[src/rtl_loader_params.svh]
`ifndef RTL_LOADER_PARAMS_SVH
`define RTL_LOADER_PARAMS_SVH

//////////////////////////////
// axi read side
//////////////////////////////

// byte address width
`define AXI_ADDR_W 32
// one bus word is 8 bytes
`define AXI_DATA_W 64
// width of the requested byte count
`define XFER_SIZE_W 16
// longest burst we ever issue, in beats
`define MAX_BURST_BEATS 16
// bursts allowed in flight before the ar side stalls
`define MAX_OUTSTANDING 4

//////////////////////////////
// tables and columns
//////////////////////////////

`define TABLE_DEPTH 32
`define NUM_COL 4
// register stages between neighbouring columns
`define PIPE_LATENCY 2

`endif
[src/table_pkg.sv]
`include "rtl_loader_params.svh"

package table_pkg;

  typedef logic [$clog2(`TABLE_DEPTH)-1:0] tbl_addr_t;

  // one-hot write select
  // bit 0 is the state table, bit c+1 is the config table of column c
  typedef logic [`NUM_COL:0] table_sel_t;

  // state entry sits in the low bits of a bus word, cfg_ptr lowest
  typedef struct packed {
    logic       last;
    logic [7:0] repeat_cnt;
    tbl_addr_t  cfg_ptr;
  } state_entry_t;

  // config word, ctrl in the low half-word and imm in the upper word
  typedef logic [15:0] cfg_ctrl_t;
  typedef logic [31:0] cfg_imm_t;

  typedef logic [15:0] itr_t;

  typedef enum logic [2:0] {
    IDLE_WAIT_LOAD,
    READY,
    FETCH_ADDR,
    FETCH_DATA,
    RUN
  } seq_state_e;

endpackage

[src/column_delay_pipe.sv]
`timescale 1ns/1ns
`include "rtl_loader_params.svh"

module column_delay_pipe (
  input  logic                  aclk,
  input  logic                  areset,
  input  table_pkg::tbl_addr_t  ptr_in,
  input  table_pkg::itr_t       itr_in,
  output table_pkg::tbl_addr_t  ptr_out,
  output table_pkg::itr_t       itr_out
);
  import table_pkg::*;

  tbl_addr_t ptr_q [`PIPE_LATENCY];
  itr_t      itr_q [`PIPE_LATENCY];

  // one column hop, pointer and iteration move together
  always_ff @(posedge aclk) begin
    if (areset) begin
      for (int i = 0; i < `PIPE_LATENCY; i++) begin
        ptr_q[i] <= '0;
        itr_q[i] <= '0;
      end
    end else begin
      ptr_q[0] <= ptr_in;
      itr_q[0] <= itr_in;
      for (int i = 1; i < `PIPE_LATENCY; i++) begin
        ptr_q[i] <= ptr_q[i-1];
        itr_q[i] <= itr_q[i-1];
      end
    end
  end

  assign ptr_out = ptr_q[`PIPE_LATENCY-1];
  assign itr_out = itr_q[`PIPE_LATENCY-1];

endmodule

[config.mk]
export PLATFORM = sky130hd
export DESIGN_NAME = column_delay_pipe
export DESIGN_NICKNAME = d
export VERILOG_FILES = /design/src/table_pkg.sv /design/src/column_delay_pipe.sv
export VERILOG_INCLUDE_DIRS = /design/src
export SDC_FILE = /design/constraint.sdc
export NUM_CORES = 1
export LEC_CHECK = 0
export ABC_AREA = 1
export BUFFER_PORTS_ARGS = -buffer_cell sky130_fd_sc_hd__buf_2
export CAP_MARGIN = 20
export CORE_ASPECT_RATIO = 0.5
export CORE_MARGIN = 1
export CORE_UTILIZATION = 40
export DETAILED_ROUTE_END_ITERATION = 10
export PLACE_DENSITY = 0.69
export SYNTH_ARGS = -nofsm -noshare
export SYNTH_HDL_FRONTEND = slang
export SYNTH_SLANG_ARGS = --single-unit
[constraint.sdc]
create_clock -name aclk -period 0.8 [get_ports aclk]
set_input_delay 0 -clock aclk [delete_from_list [all_inputs] [get_ports aclk]]
set_output_delay 0 -clock aclk [all_outputs]
set_load 0.005 [all_outputs]
# Yosys cells after proc, flatten, opt, wreduce, memory -nomap -nowiden
# Memories as Yosys holds them, arrays and structs flattened.
# Index checks and enable logic that the tools add are counted.
# totals
regBits	0
ramBits	42
out_inout_bits	21
wordCells	13
n_memories	2
# memory_table
name	words	word_bits	read_ports	rd_ports_with_merged_regs	write_ports	line_no	rtl
itr_q	2	16	2	0	2	column_delay_pipe.sv:15	itr_t itr_q [`PIPE_LATENCY];
ptr_q	2	5	2	0	2	column_delay_pipe.sv:14	tbl_addr_t ptr_q [`PIPE_LATENCY];
# classes
muxes	7
bitwise	4
# op_table
op	count
two-way mux 16 bit	2
two-way mux 5 bit	2
bitwise OR 1 bit	4
two-way mux 1 bit	3

# Logic depth before layout (Yosys ltp)
# depth
depth_word	3
ltp_mapped	3

# Worst setup path after synthesis
# No wires, ideal clock.
# synth_path
kind	register to register
start	mem itr_q[0][0] in the netlist's numbering
end	mem itr_q[0][16] in the netlist's numbering
setup_ns	0.112
arrival_ns	0.337
required_ns	0.688
setup_slack_ns	0.351
path_stages_with_launch	3
n_path_buf	0
period_less_slack_ns	0.449
path_cell_list	dfxtp_1 -> inv_1 -> nor2_1
# synth_lines
element	line_no
start, declared	column_delay_pipe.sv:15

==> results.json <==
{
  "status": "finished with violations",
  "violations": "design-rule violations",
  "cts_max_path_buffers": 2,
  "yosys.area_share.xor_xnor_pct": 0,
  "post_drt_via_cell_ratio": 3.69,
  "fin_skew_ns": 0.00214,
  "hold_path_depth": 3,
  "p_per_area_mw_per_mm2": 2140,
  "hold_viol": 0,
  "coreArea_mm2": 0.00314,
  "clk_pin_slew_ns": 0.07,
  "synth_fp_nets": 175,
  "whs_ns": 0.112,
  "synth_top_cell_by_area": "dfxtp_1",
  "io_pins": 44,
  "crit_start": "itr_q[0][26]",
  "finalSetupViolCount": 0,
  "n_antenna_cell": 0,
  "crit_fanout": 1,
  "finalNetCount": 221,
  "ir_drop_mv": 0.889,
  "cts_setup_buffers": 0,
  "crit_cells": 1,
  "wl_per_cell_um": 7.50,
  "antenna_found_initial": 0,
  "avgSynthCellArea_um2": 9.01,
  "max-slew-margin-rel_pct": 89.0,
  "design_area_mm2": 0.00173,
  "drcViolationCount": 2,
  "seq_area_frac_synth_pct": 61.4,
  "yosys.area_share.simple_pct": 11.5,
  "grt_usage_pct": 10.6,
  "critPathCapture": "itr_out[10]",
  "final_layout_size_suffix_gt1_share_pct": 25.8,
  "h-tree-depth": 2,
  "path_class": "reg2out",
  "syn_area_mm2": 0.00137,
  "synthTopCellsByArea": "dfxtp_1, buf_4, inv_1",
  "cp_cell_sequence": "buf_2",
  "drv_cap": 0,
  "hold_path.class": "in2reg",
  "crit_slowest_cell": "dfxtp_1",
  "die_h_um": 43.4,
  "tns_ns": 0,
  "critPathRequiredTime_ns": 0.80,
  "r2r-start": "itr_q[0][1]",
  "r2r_slack_ns": 0.31,
  "yosysWarnings": 0,
  "syn_inst": 152,
  "synth-adder-area-share_pct": 0,
  "critical-path-top-delay-family": "flip-flops",
  "cts-buffers-inserted": 5,
  "slew_violations": 0,
  "synth_cell_types": 5,
  "dieWidth_um": 84.8,
  "drtIter0Drc": 30,
  "grt_max_degree": 43,
  "fin_util_pct": 55.2,
  "core.rowCount": 14,
  "totalWireLength_mm": 1.78,
  "grt-ovfl-total": 0,
  "grt_pass1_vias": 743,
  "fillers": 296,
  "cts_tree": "done",
  "rsz0062_at_grt": "no",
  "rr_worst_depth": 2,
  "crit_buf_inv": 1,
  "area_growth_pct": 26.3,
  "p_leak_uw": 0.000940,
  "critPathCaptureType": "output port",
  "tightest_slew_ns": 0.166,
  "root_buffer": "clkbuf_8",
  "synth_top_area_share_pct": 61.4,
  "hpwl_mm": 1.13,
  "ys_seq_elements": 42,
  "worstSkewPairLatency_ns": 0.28,
  "die-area_mm2": 0.00368,
  "r2r-end": "itr_q[0][17]",
  "num_vias": 878,
  "layout_min_cycle_time_ns": 0.705,
  "synth_top_family_by_area": "buffers and inverters",
  "crit_path_start_kind": "register",
  "grt_pass1_wl_mm": 2.80,
  "max_freq_ghz": 1.42,
  "io_buffers": 43,
  "ant_nets": 0,
  "period_share_pct": 88.2,
  "first_pass_iters": 7,
  "synth-compound-area-share_pct": 0,
  "muxShareOfSynthArea_pct": 0,
  "cpPeakStageDelay_ns": 0.32,
  "place_congestion": 0.662,
  "postPlaceCellArea_mm2": 0.00144,
  "start_util_pct": 43.7,
  "clkSinkCount": 42,
  "worst_ep_arrival_time_ns": 0.71
}
==> Yosys cell counts <==
master   number
buf_4        21
nor2_1       42
buf_6         5
dfxtp_1      42
inv_1        42
==> layout make-up <==
class | instances | area, µm² | share of cell area [%]
Sequential cell | 42 | 841 | 48.6
Timing Repair Buffer | 65 | 445 | 25.7
Multi-Input combinational cell | 42 | 158 | 9.11
Inverter | 42 | 158 | 9.11
Clock buffer | 5 | 68.8 | 3.98
Tap cell | 40 | 50.0 | 2.89
Clock inverter | 2 | 10.0 | 0.578
==> worst min-delay path: stages <==
cell	delay [ns]
buf_2	0.10
buf_12	0.19
nor2_1	0.06
==> state kept, by name (all words and copies together), names as in the netlist <==
name and count:
ptr_q 10, itr_q 32
==> through the flow <==
stage | worst slack, ns | power, µW | cells
after global routing | 0.0487 | 3900 | 238
after floorplan | 0.351 | 2440 | 152
after global placement | 0.312 | 2470 | 210
after CTS | 0.0803 | 3750 | 238
after detailed placement | 0.298 | 2480 | 210
final | 0.0946 | 3710 | 238
==> kinds of logic after synthesis <==
group         Yosys count
flops                  42
simple gates           42
buf+inv                68
==> power breakdown <==
part	internal, µW	switching (µW)	leakage [µW]
logic	176	117	0.000548
registers	2190	22.3	0.000348
clock network	584	624	0.0000438
==> what timing repair did <==
item                      CTS  global route
hold endpoints to repair   21             0
hold buffers               21             0
gates resized for setup     0             0
==> layer usage <==
metal / wire length [µm] / global-route usage [%] / vias up
met2: 888 / 19.5 / 21
met3: 104 / 5.71 / 4
met1: 758 / 9.67 / 374
li1: - / - / 479
met5: 0 / 0 / -
met4: 32 / 6.10 / 0
==> worst min-delay path by stage <==
stage	from	end	slack [ns]
4_1_cts	areset	ptr_q[0][5]	0.12
3_5_place_dp	itr_in[15]	itr_q[0][15]	0.21
2_1_floorplan	itr_in[0]	itr_q[0][0]	0.11
3_3_place_gp	itr_in[1]	itr_q[0][1]	0.20
5_1_grt	areset	ptr_q[0][1]	0.12
6_report	areset	itr_q[0][13]	0.11
==> cells in the final DEF (no fill, tap or decap) <==
master         Yosys  final
dlygate4sd3_1      0     21
clkbuf_8           0      5
clkinv_2           0      2
inv_1             42     42
buf_12             0      1
nor2_1            42     42
buf_2              0     43
dfxtp_1           42     42
No activity file was read; power rests on OpenSTA's default activity.
