## config.mk

```make
export PLATFORM = sky130hd
export DESIGN_NAME = axi_read_issuer
export DESIGN_NICKNAME = d
export VERILOG_FILES = /design/src/axi_rd_pkg.sv /design/src/axi_read_issuer.sv /design/src/transfer_counter.sv
export VERILOG_INCLUDE_DIRS = /design/src
export SDC_FILE = /design/constraint.sdc
export NUM_CORES = 1
export LEC_CHECK = 0
export ABC_CLOCK_PERIOD_IN_PS = 2200
export BUFFER_PORTS_ARGS = -buffer_cell sky130_fd_sc_hd__buf_2
export CORE_UTILIZATION = 49
export CTS_CLUSTER_DIAMETER = 150
export DETAILED_ROUTE_END_ITERATION = 8
export GPL_TIMING_DRIVEN = 1
export HOLD_SLACK_MARGIN = 0.15
export PLACE_DENSITY = 0.79
export SETUP_SLACK_MARGIN = 0.1
export SYNTH_ARGS = -nofsm -noshare
export SYNTH_HDL_FRONTEND = slang
export SYNTH_SLANG_ARGS = --single-unit
export TNS_END_PERCENT = 100
```

## constraint.sdc

```tcl
create_clock -name aclk -period 2.2 [get_ports aclk]
set_input_delay 0.22 -clock aclk [delete_from_list [all_inputs] [get_ports aclk]]
set_output_delay 0.22 -clock aclk [all_outputs]
set_load 0.01 [all_outputs]
```

## src/rtl_loader_params.svh

```systemverilog
`ifndef RTL_LOADER_PARAMS_SVH
`define RTL_LOADER_PARAMS_SVH

//////////////////////////////
// axi read side
//////////////////////////////

// byte address width
`define AXI_ADDR_W 32
// one bus word is 8 bytes
`define AXI_DATA_W 64
// width of the requested byte count
`define XFER_SIZE_W 16
// longest burst we ever issue, in beats
`define MAX_BURST_BEATS 16
// bursts allowed in flight before the ar side stalls
`define MAX_OUTSTANDING 4

//////////////////////////////
// tables and columns
//////////////////////////////

`define TABLE_DEPTH 32
`define NUM_COL 4
// register stages between neighbouring columns
`define PIPE_LATENCY 2

`endif
```

## src/axi_rd_pkg.sv

```systemverilog
`include "rtl_loader_params.svh"

package axi_rd_pkg;

  // derived sizes of the read side
  localparam int DW_BYTES      = `AXI_DATA_W / 8;
  localparam int LOG_DW_BYTES  = $clog2(DW_BYTES);
  localparam int LOG_BURST_LEN = $clog2(`MAX_BURST_BEATS);
  localparam int BURST_BYTES   = DW_BYTES * `MAX_BURST_BEATS;
  localparam int BEAT_CNT_W    = `XFER_SIZE_W - LOG_DW_BYTES;
  localparam int BURST_CNT_W   = BEAT_CNT_W - LOG_BURST_LEN;
  localparam int VACANCY_W     = $clog2(`MAX_OUTSTANDING + 1);

  typedef logic [`AXI_ADDR_W-1:0] axi_addr_t;
  typedef logic [`AXI_DATA_W-1:0] axi_data_t;
  // arlen encoding, beats minus one
  typedef logic [7:0]             arlen_t;
  typedef logic [BEAT_CNT_W-1:0]  beat_count_t;
  typedef logic [BURST_CNT_W-1:0] burst_count_t;
  typedef logic [VACANCY_W-1:0]   vacancy_t;

endpackage

```

## src/axi_read_issuer.sv

```systemverilog
`timescale 1ns/1ns
`include "rtl_loader_params.svh"

module axi_read_issuer (
  input  logic                     aclk,
  input  logic                     areset,
  input  logic                     ctrl_start,
  input  axi_rd_pkg::axi_addr_t    ctrl_addr_offset,
  input  logic [`XFER_SIZE_W-1:0]  ctrl_xfer_size_in_bytes,
  output logic                     arvalid,
  input  logic                     arready,
  output axi_rd_pkg::axi_addr_t    araddr,
  output axi_rd_pkg::arlen_t       arlen,
  input  logic                     rvalid,
  input  logic                     rlast,
  output logic                     ctrl_done
);
  import axi_rd_pkg::*;

  localparam axi_addr_t ADDR_MASK = axi_addr_t'(BURST_BYTES - 1);

  logic         start_d1;
  logic         start;
  beat_count_t  total_len_r;
  axi_addr_t    addr_offset_r;
  burst_count_t num_bursts;
  logic         ar_idle;
  logic         ar_final;
  logic         arxfer;
  logic         r_active;
  logic         r_final;
  logic         r_last_beat;
  logic         done_cond;
  logic         stall_ar;
  vacancy_t     vacancy;

  //////////////////////////////
  // request setup
  //////////////////////////////

  // round bytes up to whole words, kept as words minus one
  // base address snaps down to a burst span
  always_ff @(posedge aclk) begin
    if (ctrl_start) begin
      total_len_r <= (ctrl_xfer_size_in_bytes[LOG_DW_BYTES-1:0] != '0)
        ? ctrl_xfer_size_in_bytes[LOG_DW_BYTES +: BEAT_CNT_W]
        : ctrl_xfer_size_in_bytes[LOG_DW_BYTES +: BEAT_CNT_W] - 1'b1;
      addr_offset_r <= ctrl_addr_offset & ~ADDR_MASK;
    end
  end

  // two stage start delay
  always_ff @(posedge aclk) begin
    if (areset) begin
      start_d1 <= 1'b0;
      start    <= 1'b0;
    end else begin
      start_d1 <= ctrl_start;
      start    <= start_d1;
    end
  end

  // full bursts minus one, the remainder rides in the final burst
  assign num_bursts = total_len_r[LOG_BURST_LEN +: BURST_CNT_W];

  //////////////////////////////
  // address channel
  //////////////////////////////

  assign arxfer = arvalid & arready;
  assign arlen  = ar_final ? arlen_t'(total_len_r[LOG_BURST_LEN-1:0])
                           : arlen_t'(`MAX_BURST_BEATS - 1);

  // raise when work is left and a slot is free, hold until arready
  always_ff @(posedge aclk) begin
    if (areset) begin
      arvalid <= 1'b0;
      ar_idle <= 1'b1;
    end else begin
      arvalid <= (!ar_idle && !stall_ar && !arvalid) ? 1'b1 :
                 arready ? 1'b0 : arvalid;
      ar_idle <= start ? 1'b0 : (ar_final && arxfer) ? 1'b1 : ar_idle;
    end
  end

  always_ff @(posedge aclk) begin
    if (start) begin
      araddr <= addr_offset_r;
    end else if (arxfer) begin
      araddr <= araddr + axi_addr_t'(BURST_BYTES);
    end
  end

  // address bursts still to issue
  transfer_counter #(.WIDTH($bits(burst_count_t)), .RESET_VALUE('0)) u_ar_cnt (
    .aclk       (aclk),
    .areset     (areset),
    .load       (start),
    .incr       (1'b0),
    .decr       (arxfer & ~ar_final),
    .load_value (num_bursts),
    .count      (),
    .is_zero    (ar_final)
  );

  // free outstanding slots, returned at each rlast
  transfer_counter #(.WIDTH($bits(vacancy_t)),
                     .RESET_VALUE(vacancy_t'(`MAX_OUTSTANDING))) u_vacancy_cnt (
    .aclk       (aclk),
    .areset     (areset),
    .load       (1'b0),
    .incr       (r_last_beat),
    .decr       (arxfer),
    .load_value ('0),
    .count      (vacancy),
    .is_zero    (stall_ar)
  );

  //////////////////////////////
  // read channel and done
  //////////////////////////////

  // rready is tied high, so every rvalid beat is taken
  assign r_last_beat = rvalid & rlast;
  assign done_cond   = r_last_beat & r_final & r_active;

  always_ff @(posedge aclk) begin
    if (areset) begin
      r_active  <= 1'b0;
      ctrl_done <= 1'b0;
    end else begin
      r_active  <= start ? 1'b1 : done_cond ? 1'b0 : r_active;
      ctrl_done <= done_cond;
    end
  end

  // read bursts still to complete
  transfer_counter #(.WIDTH($bits(burst_count_t)), .RESET_VALUE('0)) u_r_cnt (
    .aclk       (aclk),
    .areset     (areset),
    .load       (start),
    .incr       (1'b0),
    .decr       (r_last_beat & r_active & ~r_final),
    .load_value (num_bursts),
    .count      (),
    .is_zero    (r_final)
  );

  a_ar_stable: assert property (@(posedge aclk) disable iff (areset)
    (arvalid && !arready) |=> (arvalid && $stable(araddr) && $stable(arlen)));

  // a pending request always owns a slot
  a_ar_slot: assert property (@(posedge aclk) disable iff (areset)
    arvalid |-> (vacancy != '0));

endmodule

```

## src/transfer_counter.sv

```systemverilog
`timescale 1ns/1ns

module transfer_counter #(
  parameter int               WIDTH       = 8,
  parameter logic [WIDTH-1:0] RESET_VALUE = '0
) (
  input  logic             aclk,
  input  logic             areset,
  input  logic             load,
  input  logic             incr,
  input  logic             decr,
  input  logic [WIDTH-1:0] load_value,
  output logic [WIDTH-1:0] count,
  output logic             is_zero
);

  // load wins, simultaneous incr and decr cancel
  always_ff @(posedge aclk) begin
    if (areset) begin
      count <= RESET_VALUE;
    end else if (load) begin
      count <= load_value;
    end else if (incr && !decr) begin
      count <= count + 1'b1;
    end else if (decr && !incr) begin
      count <= count - 1'b1;
    end
  end

  assign is_zero = (count == '0);

  // callers must stop decrementing once the count has drained
  a_no_underflow: assert property (@(posedge aclk) disable iff (areset)
    (decr && !incr && !load) |-> !is_zero);

endmodule

```

Word-level counts from Yosys, hierarchy flattened. Cells that the tools add are included.

Add/sub/neg operators: 6. Eq/ne operators: 0. Order comparisons: 0. Multiplexer cells: 16. Bitwise logic cells: 9. Div/mod/pow operators: 0. Reductions and logical operators: 21. Multipliers: 0. Shifts and indexed selects: 0.

Operators by type and width (number): $mux W32 (2); $mux W9 (4); $add A32 B8 Y32 const B (1); $logic_not A9 Y1 (2); $sub A9 B1 Y9 const B (2); $reduce_bool A2 Y1 (7); $mux W13 (1); $sub A13 B1 Y13 const B (1); $and A1 B1 Y1 (7); $mux W1 (6); $mux W3 (2); $logic_and A1 B1 Y1 (5); $logic_not A1 Y1 (5); $mux W4 (1); $add A3 B1 Y3 const B (1); $logic_not A3 Y1 (1); $reduce_bool A3 Y1 (1); $sub A3 B1 Y3 const B (1); $not A1 Y1 (2).

Bits in registers: 97. Memories: 0. Memory bits (read-only): 0. Bits in latches: 0. RAM bits: 0. Word-level logic and storage cells: 65. Output and inout bits: 42.

Longest topological paths before layout.
Word-level depth: 5. Mapped depth: 7.

Hierarchy. From an unflattened synthesis, not the netlist that was laid out.

Cells, all modules: 494. Area total of the unflattened synthesis: 4991.0 um2.

Modules (own cells, without submodules): axi_read_issuer (cells each 274, area each 3220.6 um2, times used 1); transfer_counter at u_ar_cnt ... (cells each 100, area each 787.0 um2, times used 2); transfer_counter at u_vacancy_cnt (cells each 20, area each 196.4 um2, times used 1).

Worst setup path before layout. Ideal clock, no wire load.

Path type: reg2reg. Start point: register araddr[7]. End point: register araddr[31], data pin. Cell stages (with the launch flop): 7. Slack: 0.066 ns. Arrival time: 1.982 ns. Buffers on the path: 1. Data required time: 2.048 ns. Clock period less this slack: 2.134 ns. Setup time: 0.152 ns. Path through: edfxtp_1 ha_1 nand3_1 or4_4 buf_6 or4_1 a31oi_1.

Cells in the longest elaborated chain, start to end: 3.

Ends and longest elaborated chain: from (decl) (line axi_read_issuer.sv:12) `output axi_rd_pkg::axi_addr_t araddr,`; from (signal assigned) (line axi_read_issuer.sv:88) `araddr <= addr_offset_r;`; from (signal assigned) (line axi_read_issuer.sv:90) `araddr <= araddr + axi_addr_t'(BURST_BYTES);`; $add A32 B8 Y32 (line axi_read_issuer.sv:90); $mux W32 (line axi_read_issuer.sv:89) `end else if (arxfer) begin`; $mux W32 (line axi_read_issuer.sv:87) `if (start) begin`.

Every way passes these cells. The select of a mux whose other input is x is not followed. A chain may end at the register's enable or synchronous reset.

Final worst setup path.
Start point: register araddr[7]. End point: register araddr[25], data pin.

Same word-level chain as after synthesis.

==> flow_summary_export.csv <==
group,metric,value,unit
clock_tree,cts_tree,"built",
critical_path,start_kind,"register",
critical_path,worstSetupPathType,"reg2reg",
critical_path,slowest_stage,"or4_4",
drt,drt-total-wl,8.798,mm
final_layout,final_cell_mix,"77 x buf_2, 63 x edfxtp_1, 28 x nor2_1",
logic_synthesis,ys_seq_elements,90,
placement,dp.cells,580,
final_layout,fill_cells,702,
logic_synthesis,ys_warn_count,0,
pwr,ir_drop,403.3,µV
final_layout,drive_above_1_share,0.2586,
clock_tree,insertion_delay,0.34,ns
logic_synthesis,synth_top_cell_by_area,"edfxtp_1",
run,cap_violations,0,
critical_path,crit_end,"araddr[25]",
timing,finalSetupTns,0,ns
logic_synthesis,synthTopCellsByArea,"edfxtp_1 43%, dfxtp_1 12%, xnor2_1 4.6%, xor2_1 2.6%, nand2_1 2.4%",
critical_path,cp.arrival,2.24,ns
die,start_util,0.5036,
drt,drcViolationCount,0,
drt,routed-via-count,3383,
critical_path,end_kind,"register",
clock_tree,htreeDepth,3,
logic_synthesis,yosys_most_used_dff,"edfxtp_1",
global_route,first_global_vias,3042,
drt,drt_iter0_drc,137,
drt,vias_per_cell,5.370,
drt,routedWlPerCell,13.97,µm
critical_path,crit_start,"araddr[7]",
pwr,p_per_area,635.5,nW/µm²
die,io_pins,96,
final_layout,area_growth_syn_to_layout,23.65,%
pwr,p_leak,1.991,nW
critical_path,required,2.38,ns
timing,rsz0062_at_grt,"true",
critical_path,crit_path_cell_trace,"ha_4 > nand3_4 > or4_4 > or4b_4 > a31oi_1",
logic_synthesis,synth_cells,398,
critical_path,crit_path_max_incr_delay,0.53,ns
global_route,track_usage,0.1990,
final_layout,antenna_cells,0,
final_layout,instances_no_fill,630,
clock_tree,clk_pin_slew,0.09,ns
die,die_h,96.21,µm
global_route,grt_pass1_wl,13.93,mm
timing,min_period,2.062,ns
timing,fin_crit_sh,0.9373,
critical_path,r2r_start,"araddr[7]",
clock_tree,clock_path_buffers,2,
placement,dp_hpwl,6.020,mm
timing,slew_headroom,0.4437,
clock_tree,clock-sinks,90,
logic_synthesis,synth_area,4349,µm²
logic_synthesis,netlist.area_leader.share,0.4350,
logic_synthesis,synthArstFlopShare,0,
die,core_area,8636,µm²
critical_path,rr_worst_depth,5,
placement,gp_congestion,0.8195,
outcome,outcome,"finished clean",
timing,skew,0.01429,ns
final_layout,fin_nets,577,
clock_tree,cts_inserted_buffers,9,
logic_synthesis,synth.distinct_cells,52,
critical_path,critPathTopFamily,"simple AND/OR/NAND/NOR gates",
global_route,antenna_found_initial,0,
final_layout,utilization,0.6227,
final_layout,final_common_cell,"buf_2",
timing,max_freq,484.9,MHz
logic_synthesis,syn_avg_cell_area,10.93,µm²
critical_path,cp_num_cells,5,
die,rows,34,
logic_synthesis,synth-edff-count,63,
critical_path,worst_r2r_endpoint,"araddr[25]",
critical_path,reg2reg_slack,0.14,ns
clock_tree,root_buffer,"clkbuf_8",
drt,drtPass1Iterations,4,
die,die_area,9256,µm²
timing,maxSlewViolCount,0,
logic_synthesis,ys_seq_area_frac,0.5593,
global_route,grt_max_degree,43,
critical_path,path_buf_inv,0,
timing,setup_violations,0,
placement,port_buffers,77,
die,die_x,96.21,µm
timing,hold_viol,0,
hold_path,hp-class,"in2reg",
global_route,gr-total-overflow,0,
drt,antenna_left,0,
critical_path,crit_path_max_fanout,6,
timing,worst_slew_pin_slew,0.8344,ns
-- worst reg2reg max path: cells and delay by family (launching register included) --
kind	cells	cell delay [ns]
compound gates	1	0.17
fa+ha+maj	1	0.20
flops	1	0.43
simple gates	3	1.11
-- area by class of cell --
cell class	instances	area, µm²	area share
clock buffers	13	138.9	0.02583
clock inverters	3	18.77	0.003490
inverters	16	60.06	0.01117
multi-input cells	277	1799	0.3346
flip-flops and latches	90	2432	0.4523
well taps	108	135.1	0.02513
repair buffers	123	793.3	0.1475
-- flip-flops by register name, summed over array words and instances (netlist names) --
signal and flops:
ar_idle 1, total_len_r 13, araddr 25, r_active 1, u_vacancy_cnt.count 3, arvalid 1
ctrl_done 1, start 1, u_ar_cnt.count 9, addr_offset_r 25, start_d1 1, u_r_cnt.count 9
-- power by group --
| part | total [W] | leakage (nW) | internal [W] | switching, W |
|---|---|---|---|---|
| registers | 0.00201 | 0.824 | 0.00194 | 0.0000707 |
| clock network | 0.000940 | 0.0814 | 0.000412 | 0.000528 |
| logic | 0.000471 | 1.09 | 0.000225 | 0.000246 |
-- kinds of logic (layout without fill, tap and decap cells) --
family / count (synthesis) / count (layout) / synth area share
and+or+nand+nor: 142 / 142 / 0.1769
xor gates and xnor gates: 36 / 36 / 0.07250
adders and majority gates: 6 / 6 / 0.01899
AOI/OAI and AO/OA: 78 / 78 / 0.1148
buffers and inverters: 41 / 155 / 0.04661
muxes: 4 / 4 / 0.01007
other: 1 / 11 / 0.0008622
DFF: 90 / 90 / 0.5593
-- routing by layer --
metal	GRT usage	vias to the layer above	wire [µm]
li1	-	1690	-
met1	0.2485	1582	3771
met2	0.3434	103	4480
met3	0.03239	8	438
met4	0.07836	0	107
met5	0	-	0
-- per-stage QoR --
step                setup WS (ns)  power [W]  cell area, µm²  hold slack, ns
finish                     0.1379   0.003417            5378          0.1841
floorplan                  0.1004   0.002288            4394          0.3189
global route              0.06464   0.003581            5378          0.1705
detailed placement         0.1119   0.002459            4862          0.3981
global placement           0.1873   0.002436            4862          0.3965
CTS                        0.1142   0.003428            5285          0.1708
-- synth_stat cells, types with 8 or more instances --
| library cell | count |
|---|---|
| nand3_1 | 18 |
| a21oi_1 | 13 |
| o21ai_0 | 19 |
| buf_4 | 11 |
| nand4_1 | 9 |
| nand2_1 | 28 |
| xnor2_1 | 23 |
| nor2_1 | 28 |
| dfxtp_1 | 27 |
| xor2_1 | 13 |
| edfxtp_1 | 63 |
| or4_1 | 9 |
| clkbuf_1 | 13 |
| inv_1 | 16 |
| nor3_1 | 11 |
| a31oi_1 | 15 |
| or2_2 | 8 |
-- worst min path at each step --
stage	start	end	slack [ns]	cells past startpoint
4_1_cts	ctrl_xfer_size_in_bytes[15]	total_len_r[12]	0.17	2
2_1_floorplan	ctrl_addr_offset[10]	addr_offset_r[10]	0.32	0
5_1_grt	ctrl_xfer_size_in_bytes[15]	total_len_r[12]	0.17	2
6_report	ctrl_xfer_size_in_bytes[15]	total_len_r[12]	0.18	2
3_5_place_dp	ctrl_addr_offset[13]	addr_offset_r[13]	0.40	1
3_3_place_gp	ctrl_addr_offset[11]	addr_offset_r[11]	0.40	1
-- repair_timing --
action                                  4_1_cts  5_1_grt
hold buffers                                 25        0
setup buffers                                 2        7
pin swaps                                     1        5
endpoints found under the setup margin        5        9
hold endpoints to repair                     25        0
resized for setup                             0        9
No activity file was read; power rests on OpenSTA's default activity.
