File: config.mk
export PLATFORM = sky130hd
export DESIGN_NAME = loop_sequencer
export DESIGN_NICKNAME = d
export VERILOG_FILES = /design/src/table_pkg.sv /design/src/loop_sequencer.sv
export VERILOG_INCLUDE_DIRS = /design/src
export SDC_FILE = /design/constraint.sdc
export NUM_CORES = 1
export LEC_CHECK = 0
export BUFFER_PORTS_ARGS = -buffer_cell sky130_fd_sc_hd__buf_2
export CAP_MARGIN = 10
export CORE_UTILIZATION = 50
export CTS_BUF_LIST = sky130_fd_sc_hd__clkbuf_4
export CTS_CLUSTER_DIAMETER = 120
export DETAILED_ROUTE_END_ITERATION = 7
export HOLD_SLACK_MARGIN = 0.08
export PLACE_DENSITY_LB_ADDON = 0.2
export SLEW_MARGIN = 10
export SYNTH_ARGS = -nofsm -noshare
export SYNTH_HDL_FRONTEND = slang
export SYNTH_SLANG_ARGS = --single-unit
File: constraint.sdc
create_clock -name aclk -period 3.2 [get_ports aclk]
set_clock_uncertainty 0.15 [all_clocks]
set_input_delay 0.16 -clock aclk [delete_from_list [all_inputs] [get_ports aclk]]
set_output_delay 0.16 -clock aclk [all_outputs]
set_load 0.02 [all_outputs]
File: src/rtl_loader_params.svh
`ifndef RTL_LOADER_PARAMS_SVH
`define RTL_LOADER_PARAMS_SVH

//////////////////////////////
// axi read side
//////////////////////////////

// byte address width
`define AXI_ADDR_W 32
// one bus word is 8 bytes
`define AXI_DATA_W 64
// width of the requested byte count
`define XFER_SIZE_W 16
// longest burst we ever issue, in beats
`define MAX_BURST_BEATS 16
// bursts allowed in flight before the ar side stalls
`define MAX_OUTSTANDING 4

//////////////////////////////
// tables and columns
//////////////////////////////

`define TABLE_DEPTH 32
`define NUM_COL 4
// register stages between neighbouring columns
`define PIPE_LATENCY 2

`endif
File: src/table_pkg.sv
`include "rtl_loader_params.svh"

package table_pkg;

  typedef logic [$clog2(`TABLE_DEPTH)-1:0] tbl_addr_t;

  // one-hot write select
  // bit 0 is the state table, bit c+1 is the config table of column c
  typedef logic [`NUM_COL:0] table_sel_t;

  // state entry sits in the low bits of a bus word, cfg_ptr lowest
  typedef struct packed {
    logic       last;
    logic [7:0] repeat_cnt;
    tbl_addr_t  cfg_ptr;
  } state_entry_t;

  // config word, ctrl in the low half-word and imm in the upper word
  typedef logic [15:0] cfg_ctrl_t;
  typedef logic [31:0] cfg_imm_t;

  typedef logic [15:0] itr_t;

  typedef enum logic [2:0] {
    IDLE_WAIT_LOAD,
    READY,
    FETCH_ADDR,
    FETCH_DATA,
    RUN
  } seq_state_e;

endpackage

File: src/loop_sequencer.sv
`timescale 1ns/1ns
`include "rtl_loader_params.svh"

module loop_sequencer (
  input  logic                     aclk,
  input  logic                     areset,
  input  logic                     ctrl_done,
  input  logic                     start_stream_in,
  output logic                     ready_stream_in,
  output table_pkg::tbl_addr_t     state_rd_addr,
  input  table_pkg::state_entry_t  state_entry,
  output table_pkg::tbl_addr_t     ptr,
  output table_pkg::itr_t          itr
);
  import table_pkg::*;

  seq_state_e   state;
  state_entry_t entry_r;
  itr_t         iter_cnt;
  itr_t         iter_last;

  // repeat of 0 still runs once
  assign iter_last = (entry_r.repeat_cnt == '0) ? '0 : itr_t'(entry_r.repeat_cnt - 1'b1);

  always_ff @(posedge aclk) begin
    if (areset) begin
      state           <= IDLE_WAIT_LOAD;
      ready_stream_in <= 1'b0;
      state_rd_addr   <= '0;
      iter_cnt        <= '0;
      ptr             <= '0;
      itr             <= '0;
    end else if (ctrl_done) begin
      // a finished load always rearms the stream
      state           <= READY;
      ready_stream_in <= 1'b1;
    end else begin
      case (state)
        READY: begin
          if (start_stream_in) begin
            state_rd_addr   <= '0;
            ready_stream_in <= 1'b0;
            state           <= FETCH_ADDR;
          end
        end
        // table read is in flight
        FETCH_ADDR: state <= FETCH_DATA;
        FETCH_DATA: begin
          entry_r  <= state_entry;
          iter_cnt <= '0;
          state    <= RUN;
        end
        RUN: begin
          ptr <= entry_r.cfg_ptr + tbl_addr_t'(iter_cnt);
          itr <= iter_cnt;
          if (iter_cnt != iter_last) begin
            iter_cnt <= iter_cnt + 1'b1;
          end else if (entry_r.last ||
                       state_rd_addr == tbl_addr_t'(`TABLE_DEPTH - 1)) begin
            state           <= READY;
            ready_stream_in <= 1'b1;
          end else begin
            // next entry, fetched straight away
            state_rd_addr <= state_rd_addr + 1'b1;
            state         <= FETCH_ADDR;
          end
        end
        default: state <= IDLE_WAIT_LOAD;
      endcase
    end
  end

  a_ready_in_ready: assert property (@(posedge aclk) disable iff (areset)
    ready_stream_in == (state == READY));

endmodule

Word level (Yosys, flattened, before mapping)
Cells that the tools add are included.

Eq/ne operators: 13. Multiplexer cells: 17. Shifts and indexed selects: 0. Reduce and logical (&&, ||, !) cells: 13. Multiply operators: 0. Bitwise logic cells: 2. Div/mod/pow operators: 0. $lt $le $gt $ge: 0. Add/sub/neg operators: 4.

Operators by type and width (count): two-way mux 16 bit (2); case mux 16 bit (2 select lines) (1); adder 16 x 1 -> 16 bit (second input constant) (1); inequality test 16 bit (1); two-way mux 5 bit (3); case mux 3 bit (4 select lines) (1); case mux 5 bit (2 select lines) (1); inequality test 3 bit (second input constant) (3); subtractor 8 x 1 -> 9 bit (second input constant) (1); logical NOT 8 bit (1); inequality test 2 bit (second input constant) (4); == test 3 x 2 -> 1 bit (second input constant) (2); two-way mux 3 bit (2); AND reduction 2 bit (3); AND reduction 3 bit (2); adder 5 x 1 -> 5 bit (second input constant) (1); adder 5 bit (1); == test 5 bit (second input constant) (1); two-way mux 1 bit (5); AND reduction 5 bit (1); AND reduction 4 bit (1); nonzero test 2 bit (2); == test 3 x 1 -> 1 bit (second input constant) (1); == test 3 bit (second input constant) (1); other kinds (6) (7).

Output and inout port bits: 27. Logic and storage cells: 59. Bits in read-only memories: 0. Register bits after elaboration: 60. Bits of input ports: 18. RAM bits: 0. Memories kept: 0. Bits in latches: 0.

Logic depth before layout (Yosys ltp)
Gate-level depths: netlist of run 1.

Depth after elaboration: 6. Depth in mapped cells: 10.

Worst setup path before layout of run 1
Ideal clock, no wire load.

Path kind: reg-to-reg. From: register entry_r[5] (netlist name). To: register state[0]. Data arrival time: 2.810 ns. Path buffers: 1. Stages on the path, launching flop included: 11. Slack: 0.154 ns. Period minus slack after synthesis: 3.046 ns. Cells stage by stage: edfxtp_1 -> inv_1 -> ha_1 -> or3b_1 -> nor3_2 -> o32a_2 -> nand4b_4 -> or4_4 -> buf_6 -> or4_4 -> a221oi_2.

Word-level cells in the longest chain between the ends: 5.

RTL lines: start, declared (line loop_sequencer.sv:18) `state_entry_t entry_r;`; start signal, assigned (line loop_sequencer.sv:49) `entry_r <= state_entry;`; subtractor 8 x 1 -> 9 bit or logical NOT 8 bit (tied branches) (line loop_sequencer.sv:23) `assign iter_last = (entry_r.repeat_cnt == '0) ? '0 : itr_t'(entry_r.repeat_cnt - 1'b1);`; two-way mux 16 bit * (line loop_sequencer.sv:23); inequality test 16 bit * (line loop_sequencer.sv:56) `if (iter_cnt != iter_last) begin`; inequality test 3 bit (no source line) *; AND reduction 2 bit (no source line) *; end signal, assigned (line loop_sequencer.sv:27) `state <= IDLE_WAIT_LOAD;`; end signal, assigned (line loop_sequencer.sv:60) `state <= READY;`; end signal, assigned (line loop_sequencer.sv:65) `state <= FETCH_ADDR;`; end, declared (line loop_sequencer.sv:17) `seq_state_e state;`.

Mark *: on every way between the ends. The rest lies on a longest branch, timed or not. A chain may end at the register's enable or synchronous reset.

Worst setup path after layout of run 1
From: register entry_r[6] (netlist name). To: register state_rd_addr[1].

Word-level cells in the longest chain between the ends: 5.

RTL lines: subtractor 8 x 1 -> 9 bit or logical NOT 8 bit (tied branches) (line loop_sequencer.sv:23); two-way mux 16 bit * (line loop_sequencer.sv:23); inequality test 16 bit * (line loop_sequencer.sv:56); inequality test 2 bit (no source line) *; AND reduction 5 bit (no source line) *; end signal, assigned (line loop_sequencer.sv:64) `state_rd_addr <= state_rd_addr + 1'b1;`; end, declared (line loop_sequencer.sv:10) `output table_pkg::tbl_addr_t state_rd_addr,`.

Marked as above.

==> out/qor.yml, run 1 <==
p_leak_nw: 1.617
switchingPower_mw: 0.3437
clock_sinks: 60
worst-path-max-fanout: 7
ys_ff_latch: 60
grt_util_all_layers_pct: 24.02
crit_slowest_cell: "or4_4"
dp_hpwl_mm: 5.298
timing.final.ws_setup_ps: 97.95
clock_tree.buffer_depth: 2
async_reset_ff_share_pct: 0
htreeDepth: 3
numCtsBuffers: 9
rsz0062_at_grt: "false"
antenna_found_initial: 0
synth_top_area_cell: "dfxtp_1"
dp_slack_ps: 27.40
grt_max_degree: 36
routabilityCongestion: 0.8415
critPathCaptureType: "flip-flop"
power_frac_clock_pct: 45.5
synth_top_area_share_pct: 28.08
finalHoldViolCount: 0
synth.area.top_cells: "dfxtp_1, edfxtp_1, nand2_1"
start_kind: "flip-flop"
nFillCells: 543
ys_seq_area_share_pct: 40.90
power_frac_seq_pct: 50.1
worst-path-buf-inv: 2
viasPerCell: 5.750
combinationalPowerShare_pct: 4.3
drv_slew: 0
drt-initial-drc-count: 156
min_path_type: "input pin to flip-flop"
wl_per_cell_um: 15.24
fp-row-count: 29
yosys_warnings: 0
ys.flop_type: "dfxtp_1"
antenna_cells: 0
crit_required_ps: 3400
hp-start: "areset"
p_int_mw: 1.217
gr-usage-met1_pct: 30.50
portBuffers: 44
yosysUniqueCellTypes: 64
die-width_um: 82.99
path_clk_slew_ps: 120
drc: 0
drt_wl_total_mm: 7.908
grt_overflow: 0
critPathKind: "flip-flop to flip-flop"
whs_path_depth: 2
ant_nets: 0
fmax_mhz: 322.4
slew_headroom_pct: 51.19
synthesis.nets: 396
period_minus_slack_ps: 3102
layout.cells.most_common: "nand2_1"
fp.dieH_um: 82.99
die_area_mm2: 0.006887
vias: 2984
r2r_start: "entry_r[6]"
switching_share_pct: 22.02
tightest_slew_ps: 727.3
final_cell_mix: "nand2_1, dfxtp_1, buf_2, a21oi_1"
syn_inst: 368
drv_cap: 0
pin_count: 45
final.setup.tns_ps: 0
grt_use_met2_pct: 39.57
cts_tree: "done"
clk_latency_ps: 430
p_per_area_mw_per_mm2: 391.2
area_delta_synth_final_pct: 21.63
rr_worst_depth: 10
met3_usage_pct: 4.871
finalNetCount: 465
cp.depth: 10
arrival_ps: 3300
drive_gt1_share_pct: 23.98
crit_chain: "inv_2 > ha_2 > or3b_4 > nor3_4 > o32a_2 > nand4b_4 > or4_4 > o41ai_4 > buf_4 > mux2i_1"
outcome: "completed"
peakVddDrop_uv: 281.2
first_pass_iters: 5
grt_pass1_wl_mm: 13.11
final.period_utilization_pct: 96.94
synth_edf_count: 14
slowest_delay_ps: 610
syn_area_mm2: 0.003279
grt.busiest_layer: "met2"
start_util_pct: 51.65
cp_top_family: "simple AND/OR/NAND/NOR gates"
setup_viol: 0
critical_path.startpoint: "entry_r[6]"
core_area_mm2: 0.006350
grt_pass1_vias: 2724
root_buffer: "clkbuf_4"
avgSynthCellArea_um2: 8.911
-- layer usage --
metal,vias to the layer above,part of all wire [%]
li1,1497,-
met1,1389,46
met2,84,48
met3,14,4.4
met4,0,1.6
met5,-,0
-- path summary, 6_finish.rpt --
| path | end | slack (ps) |
|---|---|---|
| worst max-delay path | state_rd_addr[1] | 100 |
| worst min register to register | itr[10] | 310 |
| worst min-delay path | itr[14] | 110 |
| worst max register to register | state_rd_addr[1] | 100 |
-- what timing repair did --
item / in CTS / in global routing
endpoints found under the hold margin: 19 / 0
endpoints found under the setup margin: 2 / 6
resized for setup: 0 / 6
cloned: 0 / 0
setup buffers: 0 / 3
hold buffers: 16 / 0
pin swaps: 1 / 3
-- per-stage QoR --
stage          util [%]  cells  cell area (µm²)  power, mW  hold slack [ps]
3_3_place_gp      56.71    484             3601     0.8488            186.0
5_1_grt           62.82    519             3989      1.610            130.7
6_report          62.82    519             3989      1.560            105.1
4_1_cts           62.19    516             3949      1.567            101.6
3_5_place_dp      56.71    484             3601     0.8500            188.1
2_1_floorplan         -    368             3279     0.8337            108.9
-- flip-flops by register name, summed over array words and instances (netlist names) --
register	flops
itr	16
state_rd_addr	5
ptr	5
iter_cnt	16
ready_stream_in	1
state	3
entry_r	14
-- cells by family (layout without fill, tap and decap cells) --
kind of cell,count (synthesis),after routing,synth area share (%)
simple gates,166,166,28.35
mux,8,8,2.709
fa+ha+maj,10,10,4.044
xor+xnor,7,7,1.870
compound gates,86,86,17.47
buf+inv,31,105,4.655
flops,60,60,40.90
-- layout make-up --
type	instances	area, µm²	share of cell area [%]
timing repair buffer	77	508.0	12.74
sequential	60	1341	33.63
multi-input combinational	277	1810	45.39
clock buffer	10	75.07	1.882
clock inverter	6	112.6	2.823
tap	77	96.34	2.415
inverter	12	45.04	1.129
-- synth_stat cells, types with 6 or more instances --
| library cell | count |
|---|---|
| a21oi_1 | 39 |
| and2_1 | 6 |
| clkbuf_1 | 9 |
| dfxtp_1 | 46 |
| edfxtp_1 | 14 |
| ha_1 | 9 |
| inv_1 | 11 |
| mux2i_1 | 6 |
| nand2_1 | 60 |
| nand3_1 | 15 |
| nand4_1 | 7 |
| nor2_1 | 18 |
| nor3_1 | 6 |
| o21ai_0 | 7 |
| o31ai_1 | 6 |
| o41ai_1 | 7 |
| or2_2 | 6 |
| or4_1 | 8 |
| xnor2_1 | 6 |
-- power by group through the flow --
| stage | clock, mW | sequential (mW) | combinational, mW |
|---|---|---|---|
| finish | 0.710 | 0.782 | 0.0677 |
| global route | 0.752 | 0.783 | 0.0740 |
| CTS | 0.720 | 0.782 | 0.0655 |
| detailed placement | 0 | 0.799 | 0.0506 |
| global placement | 0 | 0.799 | 0.0497 |
| floorplan | 0 | 0.799 | 0.0350 |
Power figures use the tool's default switching activity.
==> run 2, diff against run 1 <==
PLACE_DENSITY = 0.74   (was not set)
PLACE_DENSITY_LB_ADDON = not set   (was 0.2)
clock period = 2.6 ns   (was 3.2 ns; I/O delays follow)
==> run 2 against run 1 <==
  * The flow now finishes with violations (setup timing)
  * Maximum frequency grew 3.7%
  * Clock power decreased by 2%
  * Count of clock-buffer cells in the layout decreased by 1
  * Largest power group unchanged
==> out/qor.yml, run 2 (synthesis gave the netlist of run 1 again) <==
outcome: "complete, but fails checks"
violations: "setup timing"
cts_tree: "done"
clk_latency_ps: 430  # about the same
grt_max_degree: 36  # unchanged
start_util_pct: 51.65  # unchanged
p_leak_nw: 1.866  # +15%
area_delta_synth_final_pct: 40.06
dpl_cell_area_mm2: 0.003860  # +7.2%
first_pass_iters: 4  # -1
cp_top_family: "simple AND/OR/NAND/NOR gates"
viasPerCell: 5.894  # +2.5%
numCtsBuffers: 9  # unchanged
antenna_found_initial: 0  # unchanged
tightest_slew_ps: 1094  # +366.3 ps
final_design_area_no_fill_mm2: 0.004593  # +15%
grt_pass1_vias: 3137  # +15%
hold_ws_ps: 263.1  # +158.0 ps
routabilityCongestion: 0.8726  # +3.7%
portBuffers: 44  # unchanged
drive_gt1_share_pct: 36.80  # +13 points
fp-row-count: 29  # unchanged
dp_slack_ps: -357.7  # -385.1 ps
wl_per_cell_um: 15.86  # +4.1%
vias: 3289  # +10%
root_buffer: "clkbuf_4"
final_cell_mix: "nand2_1, dfxtp_1, buf_4, buf_2, a21oi_1"
layout.cells.most_common: "nand2_1"
drv_cap: 0  # unchanged
setup_viol: 25  # +25
drc: 0  # unchanged
worst-path-buf-inv: 1  # -1
start_kind: "flip-flop"
drt-initial-drc-count: 243  # +56%
grt_pass1_wl_mm: 14.13  # +7.8%
arrival_ps: 3170  # -130 ps
htreeDepth: 3  # unchanged
rsz0062_at_grt: "true"
die-width_um: 82.99  # unchanged
die_area_mm2: 0.006887  # unchanged
clock_sinks: 60  # unchanged
slowest_delay_ps: 560  # -50 ps
reg_top3: "iter_cnt: 16 flops, itr: 16 flops, entry_r: 14 flops"
finalHoldViolCount: 0  # unchanged
p_per_area_mw_per_mm2: 382.3  # -2.3%
ant_nets: 0  # unchanged
crit_path_frequent_cell: "or4_4"
r2r_setup_slack_ps: -390  # -490 ps
finalNetCount: 504  # +8.4%
drt_wl_total_mm: 8.852  # +12%
finalPower_mw: 1.756  # +13%
core_area_mm2: 0.006350  # unchanged
pin_count: 45  # unchanged
path_clk_slew_ps: 120  # about the same
critPathCaptureType: "flip-flop"
period_minus_slack_ps: 2990  # -111.9 ps
fp.dieH_um: 82.99  # unchanged
timing.final.ws_setup_ps: -390.2  # -488.1 ps
crit_slowest_cell: "or4_4"
final.period_utilization_pct: 115.0  # +18 points
grt_overflow: 0  # unchanged
critPathKind: "flip-flop to flip-flop"
clock_tree.buffer_depth: 2  # unchanged
drv_slew: 0  # unchanged
peakVddDrop_uv: 388.4  # +38%
crit_required_ps: 2780  # -620 ps
dp_hpwl_mm: 5.731  # +8.2%
fmax_mhz: 334.4  # +3.7%
worst-path-max-fanout: 4  # -3
slew_headroom_pct: 26.83  # -24 points
min_path_type: "input pin to flip-flop"
antenna_cells: 0  # unchanged
grt_util_all_layers_pct: 25.77  # +1.7 points
crit_chain: "inv_2 > ha_4 > or3b_4 > nor3_4 > o32a_4 > nand4b_4 > or4_4 > or4_4 > a221oi_2"
run 2: cell count changes in the layout (fill, tap and decap cells not counted), sizes merged:
cell	previous run	this run
buf	61	99
dlygate4sd3	16	17
inv	11	14
clkbuf	10	9
bufinv	3	1
clkinv	4	3
clkinvlp	0	1
run 2: per-layer routing:
layer | vias to the layer above | share of wire (%) | wire (µm) | global-route usage, %
met4 | 0 | 3.1 | 274 | 14.58
li1 | 1584 | - | - | -
met1 | 1566 | 42 | 3695 | 30.33
met2 | 109 | 50 | 4461 | 44.04
met5 | - | 0 | 0 | 0
met3 | 30 | 4.7 | 420 | 4.771
run 2: final cells by class:
class,instances,area (µm²)
sequential,60,1341
clock buffer,9,67.56
fill,459,1757
multi-input combinational,277,2113
tap,77,96.34
timing repair buffer,116,857.1
clock inverter,7,72.57
inverter,12,45.04
run 2: path summary, 6_finish.rpt:
kind                            cells after the start             from          end
worst min-delay path                                2  state_entry[13]  entry_r[13]
worst max register to register                      9       entry_r[5]     state[0]
worst min register to register                      2          itr[14]      itr[14]
worst max-delay path                                9       entry_r[5]     state[0]
run 2: stage by stage:
stage / utilization, % / std cells / TNS [ps]
after floorplan: - / 368 / -3340
after global placement: 60.79 / 514 / -2468
after detailed placement: 60.79 / 514 / -3981
after CTS: 67.27 / 550 / -3664
after global routing: 72.34 / 558 / -7263
final: 72.34 / 558 / -4019
run 2: where the power goes:
part | internal, mW | switching, mW | leakage [nW]
sequential | 0.957 | 0.00398 | 0.497
combinational | 0.0463 | 0.0506 | 1.29
clock | 0.297 | 0.401 | 0.0772
run 2: what timing repair did:
| item | in CTS | in global routing |
|---|---|---|
| setup endpoints to repair | 25 | 25 |
| hold buffers | 17 | 0 |
| hold endpoints to repair | 31 | 0 |
| cloned | 0 | 1 |
| resized for setup | 16 | 53 |
| pin swaps | 4 | 14 |
| buffers inserted | 3 | 7 |
